<file path="config.mk">
export PLATFORM = sky130hd
export DESIGN_NAME = lc4_core
export DESIGN_NICKNAME = d
export VERILOG_FILES = /design/src/design/lc4_isa_pkg.sv /design/src/design/lc4_pipe_pkg.sv /design/src/design/lc4_wb_if.sv /design/src/design/lc4_decoder.sv /design/src/design/lc4_alu.sv /design/src/design/lc4_regfile.sv /design/src/design/lc4_hazard_unit.sv /design/src/design/lc4_branch_unit.sv /design/src/design/lc4_core.sv
export VERILOG_INCLUDE_DIRS = /design/src /design/src/include
export SDC_FILE = /design/constraint.sdc
export NUM_CORES = 1
export LEC_CHECK = 0
export ABC_AREA = 1
export BUFFER_PORTS_ARGS = -buffer_cell sky130_fd_sc_hd__buf_2
export CAP_MARGIN = 20
export CORE_ASPECT_RATIO = 0.5
export CORE_MARGIN = 1
export CORE_UTILIZATION = 38
export CTS_CLUSTER_SIZE = 40
export DETAILED_ROUTE_END_ITERATION = 16
export MAX_ROUTING_LAYER = met4
export PLACE_DENSITY = 0.59
export SLEW_MARGIN = 10
export SYNTH_ARGS = -nofsm -noshare
export SYNTH_HDL_FRONTEND = slang
export SYNTH_SLANG_ARGS = --single-unit
</file>
<file path="constraint.sdc">
create_clock -name gwe -period 7.9 [get_ports gwe]
set_input_delay 1.58 -clock gwe [delete_from_list [all_inputs] [get_ports gwe]]
set_output_delay 1.58 -clock gwe [all_outputs]
set_load 0.02 [all_outputs]
</file>
<file path="src/include/lc4_defines.svh">
`ifndef LC4_DEFINES_SVH
`define LC4_DEFINES_SVH

`default_nettype none

// data and instruction width
`define LC4_WORD_W 16

// architectural registers, select width comes from this
`define LC4_NREGS 8

// fetch address after reset
`define LC4_BOOT_PC 16'h8200

// stall codes on the writeback trace
`define LC4_STALL_NONE   2'd0
`define LC4_STALL_BRANCH 2'd2
`define LC4_STALL_LOAD   2'd3

`default_nettype wire

`endif

</file>
<file path="src/design/lc4_isa_pkg.sv">
`default_nettype none

package lc4_isa_pkg;

   // opcodes of the supported subset, NOP is BR with an empty mask
   typedef enum logic [3:0] {
      OP_BR    = 4'b0000,
      OP_ARITH = 4'b0001,
      OP_AND   = 4'b0101,
      OP_LDR   = 4'b0110,
      OP_STR   = 4'b0111,
      OP_CONST = 4'b1001
   } opcode_e;

   // subop field values, register form
   localparam logic [2:0] SUBOP_ADD = 3'b000;
   localparam logic [2:0] SUBOP_SUB = 3'b010;
   localparam logic [2:0] SUBOP_AND = 3'b000;

   typedef struct packed {
      logic n;
      logic z;
      logic p;
   } nzp_t;

   typedef struct packed {
      opcode_e    opcode;
      logic [2:0] rd;
      logic [2:0] rs;
      logic [2:0] subop;
      logic [2:0] rt;
   } r_form_t;

   typedef struct packed {
      opcode_e    opcode;
      logic [2:0] rd;      // rt for STR
      logic [2:0] rs;
      logic [5:0] imm6;    // arith: [5] picks imm5 form, [4:0] imm5
   } i_form_t;

   typedef struct packed {
      opcode_e    opcode;
      nzp_t       nzp;     // branch mask, rd for CONST
      logic [8:0] imm9;
   } b_form_t;

   typedef union packed {
      r_form_t r_form;
      i_form_t i_form;
      b_form_t b_form;
   } insn_u;

endpackage

`default_nettype wire

</file>
<file path="src/design/lc4_pipe_pkg.sv">
`include "lc4_defines.svh"
`default_nettype none

package lc4_pipe_pkg;

   localparam int RSEL_W = $clog2(`LC4_NREGS);

   typedef logic [RSEL_W-1:0] rsel_t;

   typedef enum logic [2:0] {
      ALU_ADD,
      ALU_SUB,
      ALU_AND,
      ALU_ADDI,
      ALU_CONST,
      ALU_MEMADDR,      // base + imm6
      ALU_BRTARGET      // pc + 1 + imm9
   } alu_op_e;

   // all zero is a bubble
   typedef struct packed {
      rsel_t   rs_sel;
      logic    rs_re;
      rsel_t   rt_sel;
      logic    rt_re;
      rsel_t   wsel;
      logic    regfile_we;
      logic    nzp_we;
      logic    is_load;
      logic    is_store;
      logic    is_branch;
      alu_op_e alu_op;
   } ctrl_t;

   typedef logic [1:0] stall_t;

endpackage

`default_nettype wire

</file>
<file path="src/design/lc4_wb_if.sv">
`include "lc4_defines.svh"
`default_nettype none

interface lc4_wb_if import lc4_pipe_pkg::*; ();

   logic                   we;
   rsel_t                  wsel;
   logic [`LC4_WORD_W-1:0] data;   // load data or alu result, already muxed
   logic                   load;   // W holds a load, for store data bypass

   modport source (output we, output wsel, output data, output load);

   modport sink (input we, input wsel, input data, input load);

endinterface

`default_nettype wire

</file>
<file path="src/design/lc4_decoder.sv">
`default_nettype none

module lc4_decoder import lc4_isa_pkg::*, lc4_pipe_pkg::*; (
   input  insn_u i_insn,
   output ctrl_t o_ctrl
);

   always_comb begin
      o_ctrl = '0;   // anything not matched below stays a nop
      case (i_insn.r_form.opcode)
         OP_BR: begin
            o_ctrl.is_branch = |i_insn.b_form.nzp;   // empty mask is NOP
            o_ctrl.alu_op    = ALU_BRTARGET;
         end
         OP_ARITH: begin
            if (i_insn.i_form.imm6[5]) begin
               o_ctrl.rs_sel     = i_insn.i_form.rs;
               o_ctrl.rs_re      = 1'b1;
               o_ctrl.wsel       = i_insn.i_form.rd;
               o_ctrl.regfile_we = 1'b1;
               o_ctrl.nzp_we     = 1'b1;
               o_ctrl.alu_op     = ALU_ADDI;
            end else if (i_insn.r_form.subop == SUBOP_ADD ||
                         i_insn.r_form.subop == SUBOP_SUB) begin
               o_ctrl.rs_sel     = i_insn.r_form.rs;
               o_ctrl.rs_re      = 1'b1;
               o_ctrl.rt_sel     = i_insn.r_form.rt;
               o_ctrl.rt_re      = 1'b1;
               o_ctrl.wsel       = i_insn.r_form.rd;
               o_ctrl.regfile_we = 1'b1;
               o_ctrl.nzp_we     = 1'b1;
               o_ctrl.alu_op     = (i_insn.r_form.subop == SUBOP_SUB) ? ALU_SUB : ALU_ADD;
            end
         end
         OP_AND: begin
            if (i_insn.r_form.subop == SUBOP_AND) begin
               o_ctrl.rs_sel     = i_insn.r_form.rs;
               o_ctrl.rs_re      = 1'b1;
               o_ctrl.rt_sel     = i_insn.r_form.rt;
               o_ctrl.rt_re      = 1'b1;
               o_ctrl.wsel       = i_insn.r_form.rd;
               o_ctrl.regfile_we = 1'b1;
               o_ctrl.nzp_we     = 1'b1;
               o_ctrl.alu_op     = ALU_AND;
            end
         end
         OP_LDR: begin
            o_ctrl.rs_sel     = i_insn.i_form.rs;
            o_ctrl.rs_re      = 1'b1;
            o_ctrl.wsel       = i_insn.i_form.rd;
            o_ctrl.regfile_we = 1'b1;   // no nzp write for loads here
            o_ctrl.is_load    = 1'b1;
            o_ctrl.alu_op     = ALU_MEMADDR;
         end
         OP_STR: begin
            o_ctrl.rs_sel   = i_insn.i_form.rs;
            o_ctrl.rs_re    = 1'b1;
            o_ctrl.rt_sel   = i_insn.i_form.rd;   // store data sits in [11:9]
            o_ctrl.rt_re    = 1'b1;
            o_ctrl.is_store = 1'b1;
            o_ctrl.alu_op   = ALU_MEMADDR;
         end
         OP_CONST: begin
            o_ctrl.wsel       = i_insn.i_form.rd;
            o_ctrl.regfile_we = 1'b1;
            o_ctrl.nzp_we     = 1'b1;
            o_ctrl.alu_op     = ALU_CONST;
         end
         default: begin
            o_ctrl = '0;
         end
      endcase
   end

endmodule

`default_nettype wire

</file>
<file path="src/design/lc4_alu.sv">
`include "lc4_defines.svh"
`default_nettype none

module lc4_alu import lc4_isa_pkg::*, lc4_pipe_pkg::*; (
   input  insn_u                  i_insn,
   input  logic [`LC4_WORD_W-1:0] i_pc,
   input  logic [`LC4_WORD_W-1:0] i_rs_data,
   input  logic [`LC4_WORD_W-1:0] i_rt_data,
   input  alu_op_e                i_op,
   output logic [`LC4_WORD_W-1:0] o_result
);

   localparam int W = `LC4_WORD_W;

   logic [W-1:0] imm5_sx;
   logic [W-1:0] imm6_sx;
   logic [W-1:0] imm9_sx;

   // sign extended immediates
   assign imm5_sx = W'(signed'(i_insn.i_form.imm6[4:0]));
   assign imm6_sx = W'(signed'(i_insn.i_form.imm6));
   assign imm9_sx = W'(signed'(i_insn.b_form.imm9));

   always_comb begin
      case (i_op)
         ALU_ADD:      o_result = i_rs_data + i_rt_data;
         ALU_SUB:      o_result = i_rs_data - i_rt_data;
         ALU_AND:      o_result = i_rs_data & i_rt_data;
         ALU_ADDI:     o_result = i_rs_data + imm5_sx;
         ALU_CONST:    o_result = imm9_sx;
         ALU_MEMADDR:  o_result = i_rs_data + imm6_sx;
         ALU_BRTARGET: o_result = i_pc + W'(1) + imm9_sx;
         default:      o_result = i_rs_data + i_rt_data;
      endcase
   end

endmodule

`default_nettype wire

</file>
<file path="src/design/lc4_regfile.sv">
`include "lc4_defines.svh"
`default_nettype none

module lc4_regfile import lc4_pipe_pkg::*; (
   input  logic                   gwe,
   input  logic                   i_rst_n,
   input  rsel_t                  i_rs_sel,
   input  rsel_t                  i_rt_sel,
   output logic [`LC4_WORD_W-1:0] o_rs_data,
   output logic [`LC4_WORD_W-1:0] o_rt_data,
   lc4_wb_if.sink                 wb
);

   logic [`LC4_WORD_W-1:0] regs [`LC4_NREGS];

   always_ff @(posedge gwe) begin
      if (!i_rst_n) begin
         for (int i = 0; i < `LC4_NREGS; i++) begin
            regs[i] <= '0;
         end
      end else if (wb.we) begin
         regs[wb.wsel] <= wb.data;
      end
   end

   // write-through, D sees what W retires this cycle
   assign o_rs_data = (wb.we && wb.wsel == i_rs_sel) ? wb.data : regs[i_rs_sel];
   assign o_rt_data = (wb.we && wb.wsel == i_rt_sel) ? wb.data : regs[i_rt_sel];

endmodule

`default_nettype wire

</file>
<file path="src/design/lc4_hazard_unit.sv">
`include "lc4_defines.svh"
`default_nettype none

module lc4_hazard_unit import lc4_pipe_pkg::*; (
   input  ctrl_t                  i_d_ctrl,
   input  ctrl_t                  i_x_ctrl,
   input  ctrl_t                  i_m_ctrl,
   input  logic [`LC4_WORD_W-1:0] i_m_result,
   input  logic [`LC4_WORD_W-1:0] i_x_rs_data,
   input  logic [`LC4_WORD_W-1:0] i_x_rt_data,
   input  logic [`LC4_WORD_W-1:0] i_m_store_data,
   lc4_wb_if.sink                 wb,
   output logic                   o_load_stall,
   output logic [`LC4_WORD_W-1:0] o_x_rs_fwd,
   output logic [`LC4_WORD_W-1:0] o_x_rt_fwd,
   output logic [`LC4_WORD_W-1:0] o_m_store_data
);

   logic m_fwd_ok;   // M result is a real register value

   // a load in M only has its address, the data comes a cycle later
   assign m_fwd_ok = i_m_ctrl.regfile_we && !i_m_ctrl.is_load;

   // store data is left out, WM covers it
   assign o_load_stall = i_x_ctrl.is_load && i_x_ctrl.regfile_we &&
      ((i_d_ctrl.rs_re && i_d_ctrl.rs_sel == i_x_ctrl.wsel) ||
       (i_d_ctrl.rt_re && !i_d_ctrl.is_store && i_d_ctrl.rt_sel == i_x_ctrl.wsel));

   // MX wins over WX, the younger producer
   function automatic logic [`LC4_WORD_W-1:0] fwd_pick(
      input rsel_t                  sel,
      input logic [`LC4_WORD_W-1:0] reg_data
   );
      if (m_fwd_ok && i_m_ctrl.wsel == sel) begin
         return i_m_result;
      end else if (wb.we && wb.wsel == sel) begin
         return wb.data;
      end
      return reg_data;
   endfunction

   assign o_x_rs_fwd = fwd_pick(i_x_ctrl.rs_sel, i_x_rs_data);
   assign o_x_rt_fwd = fwd_pick(i_x_ctrl.rt_sel, i_x_rt_data);

   // WM, load in W feeding the store in M
   assign o_m_store_data = (wb.we && wb.load && i_m_ctrl.is_store &&
                            wb.wsel == i_m_ctrl.rt_sel) ? wb.data : i_m_store_data;

endmodule

`default_nettype wire

</file>
<file path="src/design/lc4_branch_unit.sv">
`include "lc4_defines.svh"
`default_nettype none

module lc4_branch_unit import lc4_isa_pkg::*, lc4_pipe_pkg::*; (
   input  logic                   gwe,
   input  logic                   i_rst_n,
   input  ctrl_t                  i_x_ctrl,
   input  insn_u                  i_x_insn,
   input  logic [`LC4_WORD_W-1:0] i_x_result,
   output logic                   o_taken
);

   logic res_neg;
   logic res_zero;
   nzp_t nzp_new;
   nzp_t nzp_q;

   assign res_neg  = i_x_result[`LC4_WORD_W-1];
   assign res_zero = (i_x_result == '0);
   assign nzp_new  = '{n: res_neg, z: res_zero, p: !res_neg && !res_zero};

   always_ff @(posedge gwe) begin
      if (!i_rst_n) begin
         nzp_q <= '0;
      end else if (i_x_ctrl.nzp_we) begin
         nzp_q <= nzp_new;
      end
   end

   // nzp_q was written by the instruction just ahead, now in M
   assign o_taken = i_x_ctrl.is_branch && (|(i_x_insn.b_form.nzp & nzp_q));

endmodule

`default_nettype wire

</file>
<file path="src/design/lc4_core.sv">
`include "lc4_defines.svh"
`default_nettype none

module lc4_core import lc4_isa_pkg::*, lc4_pipe_pkg::*; (
   input  logic                   gwe,
   input  logic                   i_rst_n,
   output logic [`LC4_WORD_W-1:0] o_imem_addr,
   input  logic [`LC4_WORD_W-1:0] i_imem_data,
   output logic [`LC4_WORD_W-1:0] o_dmem_addr,
   output logic                   o_dmem_we,
   output logic [`LC4_WORD_W-1:0] o_dmem_wdata,
   input  logic [`LC4_WORD_W-1:0] i_dmem_rdata,
   output logic                   o_wb_valid,
   output logic [`LC4_WORD_W-1:0] o_wb_pc,
   output logic [`LC4_WORD_W-1:0] o_wb_insn,
   output logic                   o_wb_we,
   output rsel_t                  o_wb_wsel,
   output logic [`LC4_WORD_W-1:0] o_wb_data,
   output stall_t                 o_wb_stall
);

   localparam int W = `LC4_WORD_W;

   logic [W-1:0] pc_q;
   logic         load_stall;
   logic         taken;

   // valid marks a slot that came from fetch, bubbles included
   logic [W-1:0] d_pc;
   insn_u        d_insn;
   logic         d_valid;
   stall_t       d_stall;
   ctrl_t        d_ctrl;
   logic [W-1:0] d_rs_data, d_rt_data;

   logic [W-1:0] x_pc;
   insn_u        x_insn;
   logic         x_valid;
   stall_t       x_stall;
   ctrl_t        x_ctrl;
   logic [W-1:0] x_rs_data, x_rt_data;
   logic [W-1:0] x_rs_fwd, x_rt_fwd;
   logic [W-1:0] x_result;

   logic [W-1:0] m_pc;
   logic [W-1:0] m_insn;
   logic         m_valid;
   stall_t       m_stall;
   ctrl_t        m_ctrl;
   logic [W-1:0] m_result;
   logic [W-1:0] m_store_data;

   logic [W-1:0] w_pc;
   logic [W-1:0] w_insn;
   logic         w_valid;
   stall_t       w_stall;
   ctrl_t        w_ctrl;
   logic [W-1:0] w_result;
   logic [W-1:0] w_load_data;

   lc4_wb_if wb ();

   always_ff @(posedge gwe) begin
      if (!i_rst_n) begin
         pc_q <= `LC4_BOOT_PC;
      end else if (taken) begin
         pc_q <= x_result;   // branch target
      end else if (!load_stall) begin
         pc_q <= pc_q + W'(1);
      end
   end

   assign o_imem_addr = pc_q;

   always_ff @(posedge gwe) begin
      if (!i_rst_n) begin
         d_insn  <= '0;
         d_valid <= 1'b0;
         d_stall <= `LC4_STALL_NONE;
      end else if (taken) begin
         d_insn  <= '0;      // squash the fetched slot
         d_valid <= 1'b1;
         d_stall <= `LC4_STALL_BRANCH;
      end else if (!load_stall) begin
         d_insn  <= i_imem_data;
         d_valid <= 1'b1;
         d_stall <= `LC4_STALL_NONE;
      end
   end

   always_ff @(posedge gwe) begin
      if (!load_stall) begin
         d_pc <= pc_q;
      end
   end

   lc4_decoder u_decoder (.i_insn(d_insn), .o_ctrl(d_ctrl));

   lc4_regfile u_regfile (
      .gwe       (gwe),
      .i_rst_n   (i_rst_n),
      .i_rs_sel  (d_ctrl.rs_sel),
      .i_rt_sel  (d_ctrl.rt_sel),
      .o_rs_data (d_rs_data),
      .o_rt_data (d_rt_data),
      .wb        (wb)
   );

   // bubble into X on a load stall or a flush
   always_ff @(posedge gwe) begin
      if (!i_rst_n) begin
         x_insn  <= '0;
         x_ctrl  <= '0;
         x_valid <= 1'b0;
         x_stall <= `LC4_STALL_NONE;
      end else begin
         x_valid <= d_valid;
         if (taken || load_stall) begin
            x_insn  <= '0;
            x_ctrl  <= '0;
            x_stall <= taken ? `LC4_STALL_BRANCH : `LC4_STALL_LOAD;
         end else begin
            x_insn  <= d_insn;
            x_ctrl  <= d_ctrl;
            x_stall <= d_stall;
         end
      end
   end

   always_ff @(posedge gwe) begin
      x_pc      <= d_pc;
      x_rs_data <= d_rs_data;
      x_rt_data <= d_rt_data;
   end

   lc4_hazard_unit u_hazard (
      .i_d_ctrl       (d_ctrl),
      .i_x_ctrl       (x_ctrl),
      .i_m_ctrl       (m_ctrl),
      .i_m_result     (m_result),
      .i_x_rs_data    (x_rs_data),
      .i_x_rt_data    (x_rt_data),
      .i_m_store_data (m_store_data),
      .wb             (wb),
      .o_load_stall   (load_stall),
      .o_x_rs_fwd     (x_rs_fwd),
      .o_x_rt_fwd     (x_rt_fwd),
      .o_m_store_data (o_dmem_wdata)
   );

   lc4_alu u_alu (
      .i_insn    (x_insn),
      .i_pc      (x_pc),
      .i_rs_data (x_rs_fwd),
      .i_rt_data (x_rt_fwd),
      .i_op      (x_ctrl.alu_op),
      .o_result  (x_result)
   );

   lc4_branch_unit u_branch (
      .gwe        (gwe),
      .i_rst_n    (i_rst_n),
      .i_x_ctrl   (x_ctrl),
      .i_x_insn   (x_insn),
      .i_x_result (x_result),
      .o_taken    (taken)
   );

   // M and W just shift
   always_ff @(posedge gwe) begin
      if (!i_rst_n) begin
         m_insn  <= '0;
         m_ctrl  <= '0;
         m_valid <= 1'b0;
         m_stall <= `LC4_STALL_NONE;
         w_insn  <= '0;
         w_ctrl  <= '0;
         w_valid <= 1'b0;
         w_stall <= `LC4_STALL_NONE;
      end else begin
         m_insn  <= x_insn;
         m_ctrl  <= x_ctrl;
         m_valid <= x_valid;
         m_stall <= x_stall;
         w_insn  <= m_insn;
         w_ctrl  <= m_ctrl;
         w_valid <= m_valid;
         w_stall <= m_stall;
      end
   end

   always_ff @(posedge gwe) begin
      m_pc         <= x_pc;
      m_result     <= x_result;
      m_store_data <= x_rt_fwd;   // store data after MX/WX
      w_pc         <= m_pc;
      w_result     <= m_result;
      w_load_data  <= i_dmem_rdata;
   end

   assign o_dmem_addr = m_result;
   assign o_dmem_we   = m_ctrl.is_store;

   assign wb.we   = w_ctrl.regfile_we;
   assign wb.wsel = w_ctrl.wsel;
   assign wb.data = w_ctrl.is_load ? w_load_data : w_result;
   assign wb.load = w_ctrl.is_load;

   assign o_wb_valid = w_valid;
   assign o_wb_pc    = w_pc;
   assign o_wb_insn  = w_insn;
   assign o_wb_we    = wb.we;
   assign o_wb_wsel  = wb.wsel;
   assign o_wb_data  = wb.data;
   assign o_wb_stall = w_stall;

endmodule

`default_nettype wire

</file>
# Word-level counts from Yosys, hierarchy flattened
# Memories as Yosys holds them, arrays and structs flattened.
# Cells that the tools add are included.
# op_classes
eq_ne	22
muxes	46
bitwise	4
multipliers	0
n_div	0
n_shift	0
add_sub_neg	7
n_reduce_logical	36
magnitude_cmp	0
# ops
operator	count
$mux W16	13
$pmux W16 S6	1
$add A16 B16 Y16	4
$pmux W4 S3	3
$add A16 B1 Y16 const B	2
$eq A3 B3 Y1	9
$mux W13	2
$logic_and A1 B1 Y1	17
$and A16 B16 Y16	1
$logic_not A16 Y1	1
$reduce_or A16 Y1	1
$sub A16 B16 Y16	1
$mux W1	15
$pmux W3 S5	1
$eq A4 B3 Y1 const B	3
$eq A3 B2 Y1 const B	3
$eq A3 B3 Y1 const B	3
$mux W3	3
$reduce_or A3 Y1	3
$mux W2	4
$mux W4	2
$reduce_or A2 Y1	4
$mux W5	1
$eq A4 B1 Y1 const B	1
11 further kinds	17
# totals
ram_bits	128
mem_count	1
ff_bits	285
elab_cells	160
inputBits	34
latch_bits	0
rom_bits	0
# mem_list
name	depth	width	rd	rd_clocked_by_memory_dff	write_ports	line	rtl
u_regfile.regs	8	16	2	0	8	lc4_regfile.sv:14	logic [`LC4_WORD_W-1:0] regs [`LC4_NREGS];

# Longest topological paths before layout
# Gate-level depths: netlist of run 1.
# logic_depth
ltp_word	11
mapped_depth	38
mapped_depth_nobuf	38

# By module
# From an unflattened synthesis of run 1, not the netlist that was laid out.
# hier_totals
hier_cells	2687
area_unflattened_um2	20534.7
# modules_own_cells
mod	cells_per_inst	n_inst	seq_area_each_um2	area_per_inst_um2
lc4_core	712	1	6045.8	7987.7
lc4_regfile	1057	1	3843.7	7772.5
lc4_alu	461	1	0.0	2571.2
lc4_hazard_unit	328	1	0.0	1566.5
lc4_decoder	95	1	0.0	446.7
lc4_branch_unit	34	1	60.1	190.2

# Least setup slack after synthesis of run 1
# OpenSTA, ideal clock, no wires.
# synth_path
path_type	register -> register
from	register w_ctrl, in the netlist o_wb_wsel[1]
to	register u_branch.nzp_q[1] (netlist name)
stages_incl_launch_ff	37
arrival_ns	3.961
n_path_buf	1
slack_ns	3.870
cell_sequence	dfxtp_1 -> buf_4 -> inv_4 -> nand2_2 -> inv_2 -> nor2_4 -> nand2_4 -> nand2_4 -> nor2_2 -> nor2_4 -> ha_1 -> inv_1 -> nor2_4 -> nand2_1 -> nor2_2 -> nand2_1 -> nor2_4 -> inv_1 -> o21ai_1 -> a22oi_1 -> ha_1 -> nand2_1 -> nor2_1 -> nand3_1 -> nand3_1 -> inv_1 -> o21ai_0 -> nand2_1 -> nand2_1 -> nor2_1 -> nor2_1 -> nand2_1 -> nor2_1 -> inv_1 -> nor2_1 -> nand3_1 -> a21oi_1
# synth_between
elab_chain_cells	8
word_cells_on_any_way	17
classes_between	add/sub (4); eq/ne (2); mux (7); bitwise (1); reduce/logical (3)
# synth_rtl
item	line	rtl
start, declared	lc4_core.sv:57	ctrl_t w_ctrl;
start signal, assigned	lc4_core.sv:186	w_ctrl <= m_ctrl;
$eq A3 B3 Y1	lc4_hazard_unit.sv:36	end else if (wb.we && wb.wsel == sel) begin
$logic_and A1 B1 Y1	lc4_hazard_unit.sv:36	
$mux W1	lc4_hazard_unit.sv:36	
$mux W1	lc4_hazard_unit.sv:34	if (m_fwd_ok && i_m_ctrl.wsel == sel) begin
$mux W16	lc4_hazard_unit.sv:39	return reg_data;
$add A16 B16 Y16 (tied with other cells)	lc4_alu.sv:26, lc4_alu.sv:33	
$pmux W16 S6 (*)	lc4_alu.sv:25	case (i_op)
$logic_not A16 Y1 (*)	lc4_branch_unit.sv:19	assign res_zero = (i_x_result == '0);
end signal, assigned	lc4_branch_unit.sv:26	nzp_q <= nzp_new;
end, declared	lc4_branch_unit.sv:16	nzp_t nzp_q;
# Every way passes the cells marked *; elsewhere a longest branch is shown, timed or not.
# A chain may end at the register's enable or synchronous reset.

# Worst setup path in the final report of run 1
# layout_path
from	register w_ctrl, in the netlist o_wb_wsel[2]
to	register u_branch.nzp_q[1] (netlist name)
# Same word-level chain as after synthesis.

==> results of run 1 <==
## sequential cells by signal, summed over array words and instances (netlist names), 3 cells and up
| register | flops |
|---|---|
| x_rt_data | 16 |
| x_insn | 16 |
| x_rs_data | 16 |
| m_insn | 16 |
| o_wb_wsel | 3 |
| u_branch.nzp_q | 3 |
| m_store_data | 16 |
| m_ctrl | 8 |
| o_wb_insn | 16 |
| w_result | 16 |
| w_load_data | 16 |
| x_ctrl | 17 |
| u_regfile.regs | 128 |
| d_insn | 16 |
| o_imem_addr | 16 |
| o_dmem_addr | 16 |
| x_pc | 16 |
| d_pc | 16 |
| o_wb_pc | 16 |
| m_pc | 16 |
## final timing paths
| check | slack (ns) | cells after the start | end |
|---|---|---|---|
| worst max-delay path | 3.05 | 35 | u_branch.nzp_q[1] |
| worst min-delay path | 0.33 | 0 | o_wb_pc[13] |
| worst max register to register | 3.05 | 35 | u_branch.nzp_q[1] |
| worst min register to register | 0.33 | 0 | o_wb_pc[13] |
## per-layer routing
layer	global-route usage, %	routed length, um	vias to the layer above
li1	-	-	7841
met1	31.7	26200	7401
met2	35.1	25900	622
met3	3.22	4470	81
met4	4.66	958	0
met5	-	0	-
## critical path: cells and delay by family (launching register included)
kind	cells	cell delay [ns]
compound gates	5	0.63
fa+ha+maj	2	0.58
buf+inv	5	0.37
flops	1	0.58
simple gates	23	2.58
## placed cells by master, fill, tap and decap left out, types with 14 or more instances in the layout
cell,instances
nor2_2,16
inv_1,288
nand2_1,361
xor2_1,14
o21ai_1,14
edfxtp_1,144
nor2_1,286
clkbuf_16,42
o21a_1,16
ha_1,32
dfxtp_1,269
o21ai_0,226
nand4_1,14
inv_2,17
a21oi_1,198
buf_2,137
o22ai_1,15
nand3_1,94
o211ai_1,19
nand3_2,22
buf_4,18
a211oi_1,15
nor3_1,30
## power breakdown
| part | total (uW) | leakage (uW) | switching [uW] | internal, uW |
|---|---|---|---|---|
| sequential | 2460 | 0.00372 | 117 | 2340 |
| clock | 1910 | 0.000614 | 842 | 1060 |
| combinational | 975 | 0.00514 | 710 | 265 |
| total | 5340 | 0.00947 | 1670 | 3670 |
## stage by stage
step	hold WS, ns	power (uW)
after global routing	0.329	5550
after detailed placement	0.312	3450
after CTS	0.326	5360
after floorplan	0.310	3080
after global placement	0.310	3460
final	0.326	5340
## logic make-up after synthesis
kind of cell / synth area share (%)
AO/OA/AOI/OAI: 15.9
XOR/XNOR: 1.01
adder cells (fa/ha/maj): 2.31
buffers and inverters: 8.85
flip-flops: 51.0
AND/OR/NAND/NOR: 20.9
## layout make-up
cell class	instances	area [um2]
Clock buffer	53	1110
Clock inverter	20	170
Fill cell	4835	27400
Inverter	312	1180
Multi-Input combinational cell	1482	7720
Sequential cell	413	9710
Tap cell	649	812
Timing Repair Buffer	156	848
==> results.md, run 1 <==
- Run status: finished, final reports clean
- Peak Freq: slightly above 0.2 GHz
- Top FF cell, synth: dfxtp_1
- Largest net degree at the start of global routing: 72
- Sink Count: 413
- I/O pin count: 138
- Crit path arrival time: 5.33 ns
- Post-Syn Area per Cell: 8.21 um2
- Num CTS Buffers: 40
- Synth Instances: 2320
- Min-delay worst type: flop to flop
- Clk_lat worst skew: 0.56 ns
- Final Max Tran Viols: 0
- Seq/Total Area, Yosys: about half
- Starting DRC count in detailed routing: 1732
- Synth unique cells: 56
- Worst-Margin Slew: between 1 and 1.5 ns
- CTS Buffer Depth: 3
- Non-filler cells, final: roughly 3.1k
- Slowest stage cell, crit path: dfxtp_1
- Crit path max fanout: 16
- Reg-to-reg startpoint: o_wb_wsel[2]
- Die X: 319 um
- Area Growth Syn to Fin: 13.1%
- Placed Area: 0.0202 mm2
- Initial antenna violation count: 0
- Post-layout instance area: 0.0216 mm2
- Post-CTS Setup Bufs: 0
- Placer Congestion: between 0.9 and 1
- Syn Std Cell Area: 0.0191 mm2
- First-pass GRT wire length: 87300 um
- Antenna Violating Nets Remaining: 0
- Cell row count: 57
- Cts hold-fix bufs: 0
- Core area: 0.0490 mm2
- Synth Net Count: around 2.4k
- Worst Setup SP: o_wb_wsel[2]
- Synth warn: 0
- Post-DP HPWL: 39200 um
- DP Worst Slack: 2.93 ns
- Vias in the first global route: between 10k and 15k
- CP peak stage delay: 0.58 ns
- Antenna diodes: 0
- Critical Path Start Type: flop
- Htree depth: 2
- Slack of the critical path: 3.05 ns
- Top-count cell post-synth: nand2_1
- CTS tree: yes
- Setup Total Neg Slack: 0 ns
- Die ar.: between 0.05 and 0.06 mm2
- Pwr dens: 248 mW/mm2
- Synth Register Bits: 413
- WL per Instance: 18.6 um
- Cell accounting for the most synthesized area: dfxtp_1
- Synth area leaders: dfxtp_1, edfxtp_1, nand2_1
- LEAKAGE: 0.00947 uW
- WS Path Type: flop to flop
- DRC: 0
- Die height: 160 um
- Clk_skew: about 0.023 ns
- Fin crit period: about 4.9 ns
- Final Routed Wirelength: 57500 um
- Placed cell count: 3011
- Hold Crit Start: m_pc[13]
- CP dominant cell by count: nand2_1
- Critical path endpoint category: flop
- Maxcap violations: 0
- Worst EP required: 8.38 ns
- Share of flip-flops with an asynchronous set or reset: 0%
- DR vias/cell: 5.17
- EDFF count, synth: approximately 140
- Rel. slew slack: a little under a third
- Peak VDD IR: around 0.13 mV
- RSZ-0062 raised after global routing: no
- Most frequent cells after synthesis: nand2_1, inv_1, nor2_1
- Synth top area share: 28.3%
- Final setup fails: 0
- Fin util: a little over two fifths
- First-pass detailed-route iteration total: 5
- Initial Util: roughly two fifths
- IO buf count: between 100 and 150
- Clk pin slew, worst setup/hold paths: 0.07 ns
- Total global routing track utilization: 22.7%
- Via count: 15.9k
- Final Hold Vio Count: 0
- Total congestion overflow: 0
- Fraction of layout cells with a size suffix above 1: 13.2%
- Final #Nets: 2473
- Fin crit share: 61.4%
- Clk root buf: clkbuf_16
- Post-CTS resize count: 0
Note: power is estimated with default switching activity, not from simulation.
==> inputs of run 2 (changes only) <==
--- a/config.mk
+++ b/config.mk
@@ -15,7 +15,7 @@
 export CTS_CLUSTER_SIZE = 40
 export DETAILED_ROUTE_END_ITERATION = 16
 export MAX_ROUTING_LAYER = met4
-export PLACE_DENSITY = 0.59
+export PLACE_DENSITY = 0.61
 export SLEW_MARGIN = 10
 export SYNTH_ARGS = -nofsm -noshare
 export SYNTH_HDL_FRONTEND = slang
==> constraint.sdc (replaced) <==
create_clock -name gwe -period 4.1 [get_ports gwe]
set_input_delay 0.82 -clock gwe [delete_from_list [all_inputs] [get_ports gwe]]
set_output_delay 0.82 -clock gwe [all_outputs]
set_load 0.02 [all_outputs]
==> results.md, run 2 (synthesis results as in run 1) <==
- WL per Instance: 18.4 um
- Largest register FFs: approximately 130
- Clk_lat worst skew: roughly 0.57 ns
- Maxcap violations: 0
- Area Growth Syn to Fin: 18.6%
- Initial Util: between 30% and 40%
- Post-layout instance area: 0.0226 mm2
- Vias in the first global route: 15.3k
- Starting DRC count in detailed routing: 1648
- Worst-Margin Slew: 1.02 ns
- Most common cell after layout, fill and taps aside: nand2_1
- CTS Buffer Depth: 3
- DP Worst Slack: -0.113 ns
- DRC: 0
- Fraction of layout cells with a size suffix above 1: 18.7%
- LEAKAGE: 0.0100 uW
- Placed Area: about 0.021 mm2
- RSZ-0062 raised after global routing: yes
- Antenna diodes: 0
- Critical path endpoint category: flop
- Fin util: 46.1%
- Sequential power share: between 40% and 50%
- Final Hold Vio Count: 0
- Register area: 0.00973 mm2
- Htree depth: 2
- Largest net degree at the start of global routing: 62
- Combinational share of power: 20.1%
- Die ar.: a little over 0.05 mm2
- Final Max Tran Viols: 0
- Core area: 0.0490 mm2
- Crit path max fanout: 8
- Die height: around 160 um
- Multi-input logic area: between 0.007 and 0.008 mm2
- Slowest stage cell, crit path: dfxtp_2
- CTS tree: yes
- Fin crit share: 97.9%
- Slack of the critical path: roughly 0.085 ns
- Total global routing track utilization: 23.0%
- Internal: 7440 uW
- Cts hold-fix bufs: 0
- Final #Nets: 2571
- I/O pin count: 138
- WS Path Type: flop to flop
- Largest Register: u_regfile.regs
- Fillers: 4743
- Run status: finished, final reports clean
- Tot Pwr: 10700 uW
- Biggest regs: u_regfile.regs (128), x_ctrl (17)
- DR vias/cell: 5.15
- Final Routed Wirelength: 58400 um
- Fin crit period: 4.02 ns
- First-pass detailed-route iteration total: 5
- Non-filler cells, final: between 3k and 4k
- Antenna Violating Nets Remaining: 0
- Die X: around 320 um
- Via count: 16.4k
- Final setup fails: 0
- Num CTS Buffers: 40
- Total congestion overflow: 0
- Rel. slew slack: between 30% and 40%
- Most frequent cells in the layout: nand2_1, inv_1, nor2_1
- Clk_skew: 0.0365 ns
- Peak VDD IR: 0.328 mV
- Initial antenna violation count: 0
- Crit path arrival time: 4.50 ns
- Placer Congestion: 0.938
- Min-delay worst type: flop to flop
- Psw: 3310 uW
- Clk root buf: clkbuf_16
- Peak Freq: 0.249 GHz
- Sw frac: 30.8%
- Pwr dens: between 400 and 500 mW/mm2
- Clk pwr share: 35.9%
- Cell row count: 57
- Worst EP required: 4.58 ns
- Critical Path Start Type: flop
- Post-DP HPWL: 41100 um
- Clk pin slew, worst setup/hold paths: 0.07 ns
- Placed cell count: approximately 3.1k
- IO buf count: 137
- CP peak stage delay: 0.34 ns
- First-pass GRT wire length: 89000 um
- Sink Count: 413
## run 2: cell count changes in the layout (fill, tap and decap cells not counted), moves of 4 or more
cell	change
a21oi_1	-7
a21oi_2	+8
buf_4	+93
buf_6	+5
dfxtp_1	-9
dfxtp_2	+7
inv_1	-4
nand2_1	-12
nand2_2	+12
nand3_1	-6
nor2_1	-6
nor2_4	+6
o21ai_0	-5
## run 2: final cells by class
cell class | instances | area share [%]
clock buffers | 56 | 5.39
flip-flops and latches | 413 | 43.1
multi-input cells | 1482 | 34.9
clock inverters | 17 | 0.715
inverters | 312 | 5.24
repair buffers | 254 | 7.06
well taps | 649 | 3.59
## run 2: what timing repair did
| action | CTS | global route |
|---|---|---|
| setup endpoints to repair | 6 | 16 |
| gates cloned | 0 | 0 |
| buffers inserted | 3 | 8 |
| pin swaps | 7 | 38 |
| resized for setup | 17 | 62 |
## run 2: power by group through the flow
stage / clock network [uW] / logic [uW] / registers (uW)
detailed placement: 0 / 2030 / 4810
global route: 4090 / 2330 / 4750
global placement: 0 / 2030 / 4820
finish: 3850 / 2160 / 4740
floorplan: 0 / 1140 / 4790
CTS: 3910 / 2060 / 4730
## run 2: final timing paths
kind / cells after the start / endpoint / from / slack, ns
max: 35 / u_branch.nzp_q[1] / m_ctrl[7] / 0.08
min: 0 / o_wb_pc[4] / m_pc[4] / 0.32
max reg2reg: 35 / u_branch.nzp_q[1] / m_ctrl[7] / 0.08
min reg2reg: 0 / o_wb_pc[4] / m_pc[4] / 0.32
## run 2: routing by layer
metal	share of wire (%)	vias up	track usage [%]
li1	-	8032	-
met1	46	7742	31.5
met2	46	541	35.7
met3	6.0	89	3.22
met4	2.0	0	5.99
met5	0	-	-
## run 2: through the flow
step                setup TNS [ns]  hold slack (ns)
CTS                              0            0.327
global placement           -0.0160            0.312
detailed placement          -0.433            0.312
floorplan                        0            0.310
global route                 -1.09            0.333
finish                           0            0.324
## run 2: critical path, delay by kind of cell, from the launching register on
family	cells	cell delay, ns
buffers and inverters	5	0.36
AO/OA/AOI/OAI	5	0.52
flip-flops	1	0.34
AND/OR/NAND/NOR	22	2.15
XOR/XNOR	1	0.13
adder cells (fa/ha/maj)	2	0.45
